`src/fm_pkg.sv`:
```
`default_nettype none

package fm_pkg;

    localparam int NUM_SLOTS = 8;       // operator slots per scan
    localparam int SLOT_W    = 3;
    localparam int FNUM_W    = 10;
    localparam int BLOCK_W   = 3;       // octave shift
    localparam int MULT_W    = 3;       // 0 means half
    localparam int RATE_W    = 4;
    localparam int WS_W      = 2;
    localparam int FB_W      = 3;
    localparam int PHASE_W   = 18;
    localparam int ENV_W     = 9;       // attenuation, 0 loudest
    localparam int OUT_W     = 12;
    localparam int IDX_W     = 10;      // wave table index
    localparam logic [ENV_W-1:0] ENV_SILENT = 9'd511;

    typedef enum logic [1:0] {
        REG_FREQ,                       // fnum, block, mult
        REG_ENV,                        // ar, dr, sl, rr
        REG_MISC                        // kon, ws, fb
    } reg_sel_e;

    typedef struct packed {
        logic [FNUM_W-1:0]  fnum;
        logic [BLOCK_W-1:0] block;
        logic [MULT_W-1:0]  mult;
    } freq_view_t;

    typedef struct packed {
        logic [RATE_W-1:0] ar;
        logic [RATE_W-1:0] dr;
        logic [RATE_W-1:0] sl;          // sustain level, times 32
        logic [RATE_W-1:0] rr;
    } env_view_t;

    typedef struct packed {
        logic [15-1-WS_W-FB_W:0] pad;   // unused upper bits
        logic                    kon;
        logic [WS_W-1:0]         ws;
        logic [FB_W-1:0]         fb;
    } misc_view_t;

    typedef union packed {
        freq_view_t freq;
        env_view_t  env;
        misc_view_t misc;
    } reg_word_u;                       // one write word, three decodes

    typedef struct packed {
        logic [FNUM_W-1:0]  fnum;
        logic [BLOCK_W-1:0] block;
        logic [MULT_W-1:0]  mult;
        logic [RATE_W-1:0]  ar;
        logic [RATE_W-1:0]  dr;
        logic [RATE_W-1:0]  sl;
        logic [RATE_W-1:0]  rr;
        logic               kon;
        logic [WS_W-1:0]    ws;
        logic [FB_W-1:0]    fb;
    } slot_cfg_t;                       // register file entry, 38 bits

    typedef struct packed {
        logic              valid;
        logic [SLOT_W-1:0] slot;
        slot_cfg_t         cfg;
    } slot_beat_t;

    typedef enum logic [1:0] {
        ENV_ATTACK,
        ENV_DECAY,
        ENV_SUSTAIN,
        ENV_RELEASE
    } env_state_e;

    typedef struct packed {
        logic                    valid;
        logic [SLOT_W-1:0]       slot;
        logic signed [OUT_W-1:0] sample;
    } op_out_t;

endpackage

`default_nettype wire

```
`src/slot_regs.sv`:
```
`timescale 1ns/10ps
`default_nettype none

module slot_regs
    import fm_pkg::*;
(
    input  wire               clk,
    input  wire               arst_n,
    input  wire               reg_wr,       // one-cycle write strobe
    input  wire  [SLOT_W-1:0] reg_slot,
    input  var   reg_sel_e    reg_sel,
    input  var   reg_word_u   reg_wdata,
    input  wire               sample_en,    // starts a scan when idle
    output slot_beat_t        beat_p0
);

    slot_cfg_t         cfg_mem [NUM_SLOTS];  // per-slot settings
    logic              busy;                 // scan in progress
    logic [SLOT_W-1:0] scan_cnt;             // next slot to issue
    logic              start;
    logic [SLOT_W-1:0] issue_slot;

    always_comb begin
        start      = sample_en && !busy;     // strobes during a scan are dropped
        issue_slot = busy ? scan_cnt : '0;
    end

    // register file, only the fields of the chosen view change
    always_ff @(posedge clk or negedge arst_n) begin
        if (!arst_n) begin
            for (int i = 0; i < NUM_SLOTS; i++) cfg_mem[i] <= '0;
        end else if (reg_wr) begin
            case (reg_sel)
                REG_FREQ: begin
                    cfg_mem[reg_slot].fnum  <= reg_wdata.freq.fnum;
                    cfg_mem[reg_slot].block <= reg_wdata.freq.block;
                    cfg_mem[reg_slot].mult  <= reg_wdata.freq.mult;
                end
                REG_ENV: begin
                    cfg_mem[reg_slot].ar <= reg_wdata.env.ar;
                    cfg_mem[reg_slot].dr <= reg_wdata.env.dr;
                    cfg_mem[reg_slot].sl <= reg_wdata.env.sl;
                    cfg_mem[reg_slot].rr <= reg_wdata.env.rr;
                end
                REG_MISC: begin
                    cfg_mem[reg_slot].kon <= reg_wdata.misc.kon;
                    cfg_mem[reg_slot].ws  <= reg_wdata.misc.ws;
                    cfg_mem[reg_slot].fb  <= reg_wdata.misc.fb;
                end
                default: ;                   // unused select code, write dropped
            endcase
        end
    end

    // scan sequencer, one beat per cycle for slots 0 to 7
    always_ff @(posedge clk or negedge arst_n) begin
        if (!arst_n) begin
            busy     <= 1'b0;
            scan_cnt <= '0;
            beat_p0  <= '0;
        end else begin
            beat_p0.valid <= start || busy;
            beat_p0.slot  <= issue_slot;
            beat_p0.cfg   <= cfg_mem[issue_slot];   // settings sampled at issue
            if (start) begin
                busy     <= 1'b1;
                scan_cnt <= SLOT_W'(1);             // slot 0 goes out now
            end else if (busy) begin
                scan_cnt <= scan_cnt + 1'b1;
                if (scan_cnt == SLOT_W'(NUM_SLOTS - 1)) busy <= 1'b0;
            end
        end
    end

endmodule

`default_nettype wire

```
`src/key_edge.sv`:
```
`timescale 1ns/10ps
`default_nettype none

module key_edge
    import fm_pkg::*;
(
    input  wire            clk,
    input  wire            arst_n,
    input  var slot_beat_t beat_p0,
    output slot_beat_t     beat_p1,
    output logic           key_on_p1,    // rising kon seen this visit
    output logic           key_off_p1    // falling kon seen this visit
);

    logic [NUM_SLOTS-1:0] last_kon;      // kon from previous visit
    logic                 prev_kon;

    always_comb prev_kon = last_kon[beat_p0.slot];

    always_ff @(posedge clk or negedge arst_n) begin
        if (!arst_n) begin
            last_kon   <= '0;
            key_on_p1  <= 1'b0;
            key_off_p1 <= 1'b0;
            beat_p1    <= '0;
        end else begin
            beat_p1    <= beat_p0;       // beat chain into p1
            key_on_p1  <= beat_p0.valid && beat_p0.cfg.kon && !prev_kon;
            key_off_p1 <= beat_p0.valid && !beat_p0.cfg.kon && prev_kon;
            if (beat_p0.valid) last_kon[beat_p0.slot] <= beat_p0.cfg.kon;
        end
    end

endmodule

`default_nettype wire

```
`src/envelope_gen.sv`:
```
`timescale 1ns/10ps
`default_nettype none

module envelope_gen
    import fm_pkg::*;
(
    input  wire              clk,
    input  wire              arst_n,
    input  var slot_beat_t   beat_p1,
    input  wire              key_on_p1,
    input  wire              key_off_p1,
    output logic [ENV_W-1:0] env_p2      // attenuation for this visit
);

    env_state_e        state_mem [NUM_SLOTS];
    logic [ENV_W-1:0]  env_mem   [NUM_SLOTS];
    env_state_e        cur_state;
    env_state_e        step_state;           // state after key edges
    env_state_e        nxt_state;
    logic [ENV_W-1:0]  cur_env;
    logic [ENV_W-1:0]  nxt_env;
    logic [ENV_W-1:0]  atk_step;             // ar times 8
    logic [ENV_W-1:0]  sus_lvl;              // sl times 32
    logic [ENV_W:0]    dec_sum;              // one spare bit for overflow
    logic [ENV_W:0]    rel_sum;

    always_comb begin
        cur_state = state_mem[beat_p1.slot];
        cur_env   = env_mem[beat_p1.slot];
        atk_step  = ENV_W'({beat_p1.cfg.ar, 3'b000});
        sus_lvl   = {beat_p1.cfg.sl, 5'b00000};
        dec_sum   = {1'b0, cur_env} + (ENV_W+1)'(beat_p1.cfg.dr);
        rel_sum   = {1'b0, cur_env} + (ENV_W+1)'({beat_p1.cfg.rr, 1'b0});

        if (key_on_p1) step_state = ENV_ATTACK;
        else if (key_off_p1) step_state = ENV_RELEASE;
        else step_state = cur_state;

        nxt_state = step_state;
        nxt_env   = cur_env;
        case (step_state)
            ENV_ATTACK: begin
                if (cur_env <= atk_step) begin
                    nxt_env   = '0;              // full level reached
                    nxt_state = ENV_DECAY;
                end else begin
                    nxt_env = cur_env - atk_step;
                end
            end
            ENV_DECAY: begin
                if (dec_sum >= {1'b0, sus_lvl}) begin
                    nxt_env   = sus_lvl;         // clamp to sustain level
                    nxt_state = ENV_SUSTAIN;
                end else begin
                    nxt_env = dec_sum[ENV_W-1:0];
                end
            end
            ENV_SUSTAIN: nxt_env = cur_env;      // hold while key is down
            ENV_RELEASE: begin
                if (rel_sum > {1'b0, ENV_SILENT}) nxt_env = ENV_SILENT;
                else nxt_env = rel_sum[ENV_W-1:0];
            end
            default: nxt_state = ENV_RELEASE;
        endcase
    end

    always_ff @(posedge clk or negedge arst_n) begin
        if (!arst_n) begin
            for (int i = 0; i < NUM_SLOTS; i++) begin
                state_mem[i] <= ENV_RELEASE;
                env_mem[i]   <= ENV_SILENT;
            end
            env_p2 <= ENV_SILENT;
        end else if (beat_p1.valid) begin
            state_mem[beat_p1.slot] <= nxt_state;
            env_mem[beat_p1.slot]   <= nxt_env;
            env_p2                  <= nxt_env;  // updated value used now
        end
    end

endmodule

`default_nettype wire

```
`src/phase_gen.sv`:
```
`timescale 1ns/10ps
`default_nettype none

module phase_gen
    import fm_pkg::*;
(
    input  wire              clk,
    input  wire              arst_n,
    input  var slot_beat_t   beat_p0,
    input  var op_out_t      op_out,     // looped back for feedback
    output logic [IDX_W-1:0] index_p2
);

    logic [PHASE_W-1:0]      phase_mem [NUM_SLOTS];
    logic signed [OUT_W-1:0] fb_last   [NUM_SLOTS];  // newest output
    logic signed [OUT_W-1:0] fb_prev   [NUM_SLOTS];  // one before that
    logic [PHASE_W-1:0]      phase_cur;
    logic [PHASE_W-1:0]      base_inc;               // fnum << block
    logic [PHASE_W-1:0]      phase_inc;
    logic [SLOT_W-1:0]       slot_p1;
    logic [FB_W-1:0]         fb_p1;
    logic [IDX_W-1:0]        phase_hi_p1;            // old phase, top bits
    logic signed [OUT_W:0]   fb_sum;
    logic signed [OUT_W+7:0] fb_shl;                 // room for shift by 7
    logic signed [OUT_W+7:0] fb_term;

    always_comb begin
        phase_cur = phase_mem[beat_p0.slot];
        base_inc  = PHASE_W'(beat_p0.cfg.fnum) << beat_p0.cfg.block;
        if (beat_p0.cfg.mult == '0) phase_inc = base_inc >> 1;    // half
        else phase_inc = base_inc * PHASE_W'(beat_p0.cfg.mult);   // wraps mod 2^18
    end

    always_comb begin
        fb_sum  = fb_last[slot_p1] + fb_prev[slot_p1];
        fb_shl  = fb_sum <<< fb_p1;
        fb_term = (fb_p1 == '0) ? '0 : (fb_shl >>> 9);
    end

    always_ff @(posedge clk or negedge arst_n) begin
        if (!arst_n) begin
            for (int i = 0; i < NUM_SLOTS; i++) begin
                phase_mem[i] <= '0;
                fb_last[i]   <= '0;
                fb_prev[i]   <= '0;
            end
            slot_p1     <= '0;
            fb_p1       <= '0;
            phase_hi_p1 <= '0;
            index_p2    <= '0;
        end else begin
            slot_p1     <= beat_p0.slot;
            fb_p1       <= beat_p0.cfg.fb;
            phase_hi_p1 <= phase_cur[PHASE_W-1:PHASE_W-IDX_W];
            index_p2    <= phase_hi_p1 + fb_term[IDX_W-1:0];   // mod 1024
            if (beat_p0.valid) phase_mem[beat_p0.slot] <= phase_cur + phase_inc;
            if (op_out.valid) begin
                fb_prev[op_out.slot] <= fb_last[op_out.slot];  // two-deep shift
                fb_last[op_out.slot] <= op_out.sample;
            end
        end
    end

endmodule

`default_nettype wire

```
`src/wave_shaper.sv`:
```
`timescale 1ns/10ps
`default_nettype none

module wave_shaper
    import fm_pkg::*;
(
    input  wire              clk,
    input  wire              arst_n,
    input  var slot_beat_t   beat_p2,
    input  wire [IDX_W-1:0]  index_p2,
    input  wire [ENV_W-1:0]  env_p2,
    output op_out_t          op_out
);

    localparam logic signed [OUT_W-1:0] FULL = 12'sd2047;  // peak magnitude

    logic [8:0]              abs_x;       // |h - 256|
    logic [16:0]             sq;
    logic [11:0]             sq_div;      // x squared over 32
    logic signed [OUT_W-1:0] mag;         // parabola, never negative
    logic                    neg;         // second half of the cycle
    logic signed [OUT_W-1:0] wave;
    logic signed [OUT_W-1:0] sample;

    always_comb begin
        abs_x  = index_p2[8] ? {1'b0, index_p2[7:0]} : 9'd256 - index_p2[8:0];
        sq     = abs_x * abs_x;
        sq_div = sq[16:5];
        mag    = (sq_div > 12'd2047) ? '0 : FULL - $signed(sq_div);
        neg    = index_p2[9];

        case (beat_p2.cfg.ws)
            2'd0:    wave = neg ? -mag : mag;     // plain signed
            2'd1:    wave = neg ? '0 : mag;       // half rectified
            2'd2:    wave = mag;                  // full rectified
            default: wave = neg ? -FULL : FULL;   // square
        endcase

        // env bits 8 to 5 give the coarse 6 dB steps
        if (env_p2 == ENV_SILENT) sample = '0;
        else sample = wave >>> env_p2[8:5];
    end

    always_ff @(posedge clk or negedge arst_n) begin
        if (!arst_n) begin
            op_out <= '0;
        end else begin
            op_out.valid  <= beat_p2.valid;
            op_out.slot   <= beat_p2.slot;
            op_out.sample <= sample;
        end
    end

endmodule

`default_nettype wire

```
`src/fm_operator_bank.sv`:
```
`timescale 1ns/10ps
`default_nettype none

module fm_operator_bank
    import fm_pkg::*;
(
    input  wire              clk,
    input  wire              arst_n,
    input  wire              reg_wr,
    input  wire [SLOT_W-1:0] reg_slot,
    input  var reg_sel_e     reg_sel,
    input  var reg_word_u    reg_wdata,
    input  wire              sample_en,
    output op_out_t          op_out       // one strobe per slot, p3
);

    slot_beat_t       beat_p0;
    slot_beat_t       beat_p1;
    slot_beat_t       beat_p2;            // settings for the wave stage
    logic             key_on_p1;
    logic             key_off_p1;
    logic [ENV_W-1:0] env_p2;
    logic [IDX_W-1:0] index_p2;

    slot_regs i_slot_regs (
        .clk, .arst_n, .reg_wr, .reg_slot, .reg_sel, .reg_wdata, .sample_en,
        .beat_p0
    );

    key_edge i_key_edge (
        .clk, .arst_n, .beat_p0, .beat_p1, .key_on_p1, .key_off_p1
    );

    envelope_gen i_envelope_gen (
        .clk, .arst_n, .beat_p1, .key_on_p1, .key_off_p1, .env_p2
    );

    phase_gen i_phase_gen (
        .clk, .arst_n, .beat_p0, .op_out, .index_p2
    );

    // p1 to p2 step of the beat chain
    always_ff @(posedge clk or negedge arst_n) begin
        if (!arst_n) beat_p2 <= '0;
        else beat_p2 <= beat_p1;
    end

    wave_shaper i_wave_shaper (
        .clk, .arst_n, .beat_p2, .index_p2, .env_p2, .op_out
    );

endmodule

`default_nettype wire

```
`config.mk`:
```
export PLATFORM = sky130hd
export DESIGN_NAME = fm_operator_bank
export DESIGN_NICKNAME = d
export VERILOG_FILES = /design/src/fm_pkg.sv /design/src/slot_regs.sv /design/src/key_edge.sv /design/src/envelope_gen.sv /design/src/phase_gen.sv /design/src/wave_shaper.sv /design/src/fm_operator_bank.sv
export SDC_FILE = /design/constraint.sdc
export NUM_CORES = 2
export LEC_CHECK = 0
export BUFFER_PORTS_ARGS = -buffer_cell sky130_fd_sc_hd__buf_2
export CORE_MARGIN = 3
export CORE_UTILIZATION = 55
export DETAILED_ROUTE_END_ITERATION = 7
export GPL_ROUTABILITY_DRIVEN = 0
export GPL_TIMING_DRIVEN = 0
export PLACE_DENSITY = 0.75
export SLEW_MARGIN = 40
export SYNTH_ARGS = -nofsm -noshare
export SYNTH_HDL_FRONTEND = slang
export SYNTH_SLANG_ARGS = --single-unit
```
`constraint.sdc`:
```
create_clock -name clk -period 8.5 [get_ports clk]
set_input_delay 0 -clock clk [delete_from_list [all_inputs] [get_ports clk]]
set_output_delay 0 -clock clk [all_outputs]
set_load 0.01 [all_outputs]
```
==> out/metrics.cfg <==
[final_layout]
area_delta_synth_final_pct = 11.5
n_antenna_cell = 0
nNetsFinal = 4565
drive_gt1_share_pct = 15.5

[placement]
hpwl_mm = 86.9
io_buffers = 21
dp_slack_ns = -0.298

[logic_synthesis]
netlist_area_mm2 = 0.0446
synthArstFlopShare_pct = 100
synthTopCellsByCount = dfrtp_1, nand2_1, o21ai_0
yosysUniqueCellTypes = 102
yosysMostFrequentCell = dfrtp_1
synth_top_area_share_pct = 42.8
synth_cells = 4239
ys_warn_count = 0
ys_seq_area_share_pct = 48.5
yosysTopAreaCell = dfrtp_1
syn_avg_cell_area_um2 = 10.5
dominantRegCellSynth = dfrtp_1
synth_area_leaders = dfrtp_1, dfstp_2, mux4_2, o21ai_0, nand2_1
synth.ff_latch_count = 860
synth-edff-count = 0

[clock_network]
clkLatencyLatePin_ns = 0.68
clockBufferDepth = 3
cts_tree = yes
cts_root_buf = clkbuf_16
clock-sinks = 860
clkTransAtPathRegs_ns = 0.06
numCtsBuffers = 88
htreeDepth = 3

[timing]
fin_hold_ws_ns = -0.000343
rsz0062_at_grt = no
fin_crit_sh_pct = 93.3
setup_viol = 0
hold_viol = 1
worstMarginPinSlew_ns = 0.945
fin_worst_skew_ns = 0.0752
fin_crit_ns = 7.93
fmax_mhz = 126
fin_ws_ns = 0.571
slew_headroom_pct = 36.9
final_max_slew_viol_count = 0

[worst_setup_path]
worst_path_most_repeated_cell = inv_1
end_kind = flip-flop
slowest_stage = fa_1
critical_path.max_stage_delay_ns = 0.55
start_kind = flip-flop
cp.required_ns = 9.06
worstPathMaxFanout = 10
crit_arrival_ns = 8.49
crit_type = reg2reg

[hold_path]
hold_path_class = in2async

[route]
wl_per_cell_um = 22.7
vias_per_cell = 6.34
num_vias = 34900
drc = 0
postRouteAntennaNets = 0
first_pass_iters = 6
wirelength_mm = 125
drt_first_iter_violations = 3215

[global_routing]
grt_max_degree = 114
grt_use_total_pct = 29.4
overflow = 0
antenna_found_initial = 1
grt_pass1_vias = 35100
grt_pass1_wl_mm = 198

[die]
chipHeight_um = 291
start_util_pct = 56.0
die_w_um = 291
die_area_mm2 = 0.0846
core_area_mm2 = 0.0796
row_count = 103
pin_count = 41

[status]
violations = hold timing
status = complete, but fails checks

[job]
cap_violations = 0

## sequential cells by signal, indices dropped and copies added, names as in the netlist, 19 cells and up
signal and flops:
i_phase_gen.fb_prev 96, i_key_edge.beat_p1 19, i_slot_regs.beat_p0 42, i_phase_gen.fb_last 96
i_phase_gen.phase_mem 144, i_envelope_gen.env_mem 72, i_slot_regs.cfg_mem 304
## cells in the final DEF (no fill, tap or decap), drive strengths merged, types with 104 or more instances in the layout
cell / synthesis / final
mux4: 104 / 104
mux2: 190 / 190
a22o: 211 / 211
o21ai: 457 / 457
dfrtp: 763 / 763
a21oi: 237 / 237
inv: 146 / 152
ha: 107 / 107
clkbuf: 216 / 346
nor2: 299 / 299
nand2: 595 / 595
mux2i: 138 / 138
## repair_timing
| item | in CTS | in global routing |
|---|---|---|
| endpoints found under the setup margin | 10 | 14 |
| setup buffers | 0 | 1 |
| hold buffers | 15 | 0 |
| resized for setup | 6 | 13 |
| pin swaps | 0 | 1 |
| endpoints found under the hold margin | 311 | 0 |
## worst max-delay path, delay by kind of cell (launching register included)
kind / cells / cell delay [ns]
compound gates: 10 / 2.04
xor+xnor: 2 / 0.50
fa+ha+maj: 7 / 2.91
buf+inv: 8 / 0.85
flops: 1 / 0.50
mux: 1 / 0.31
simple gates: 3 / 0.73
## final cells by class
cell class / instances / area [µm²]
Fill cell: 6283 / 29900
Sequential cell: 860 / 21600
Multi-Input combinational cell: 2953 / 21400
Clock buffer: 128 / 2600
Tap cell: 1050 / 1310
Buffer: 274 / 1160
Inverter: 153 / 574
Clock inverter: 35 / 568
Timing Repair Buffer: 48 / 533
## metrics by stage
stage	utilization (%)	instance area, µm²	std cells	setup TNS [ns]
2_1_floorplan	-	44600	4242	0
3_3_place_gp	57.8	46000	5313	-8570.76
3_5_place_dp	58.2	46300	5323	-1.53
4_1_cts	62.4	49700	5501	0
5_1_grt	62.5	49800	5501	0
6_report	62.5	49800	5501	0
## layer usage
| layer | routed length (µm) | global-route usage (%) | part of all wire [%] |
|---|---|---|---|
| met4 | 6080 | 13.5 | 4.9 |
| met5 | 0 | 0 | 0 |
| met3 | 9830 | 4.16 | 7.9 |
| met2 | 58700 | 46.9 | 47 |
| met1 | 50200 | 40.0 | 40 |
## final timing paths
kind | start | end | slack (ns) | cells past startpoint
setup / recovery | i_phase_gen.index_p2[0]$_DFF_PN0_ | i_wave_shaper.op_out[1]$_DFF_PN0_ | 0.57 | 31
hold / removal | arst_n | i_phase_gen.phase_mem[43]$_DFFE_PN0P_ | -0.0003 | 3
setup reg to reg | i_phase_gen.index_p2[0]$_DFF_PN0_ | i_wave_shaper.op_out[1]$_DFF_PN0_ | 0.57 | 31
hold reg to reg | beat_p2[40]$_DFF_PN0_ | i_wave_shaper.op_out[14]$_DFF_PN0_ | 0.35 | 0
max in group asynchronous | arst_n | i_slot_regs.cfg_mem[110]$_DFFE_PN0P_ | 7.15 | 5
min in group clk | reg_wdata[4] | i_slot_regs.cfg_mem[216]$_DFFE_PN0P_ | 0.04 | 2
## kinds of logic after synthesis
family                   count (synthesis)  share of synthesized area [%]
flip-flops                             860                           48.5
AND/OR/NAND/NOR                       1118                           10.7
other                                    2                         0.0168
buffers and inverters                  429                           3.83
multiplexers                           432                           13.1
adder cells (fa/ha/maj)                163                           5.49
XOR/XNOR                                83                           1.66
AO/OA/AOI/OAI                         1152                           16.6
Power is not shown: default switching activity piles up to over one toggle a cycle in this logic, so the estimate is an artifact.
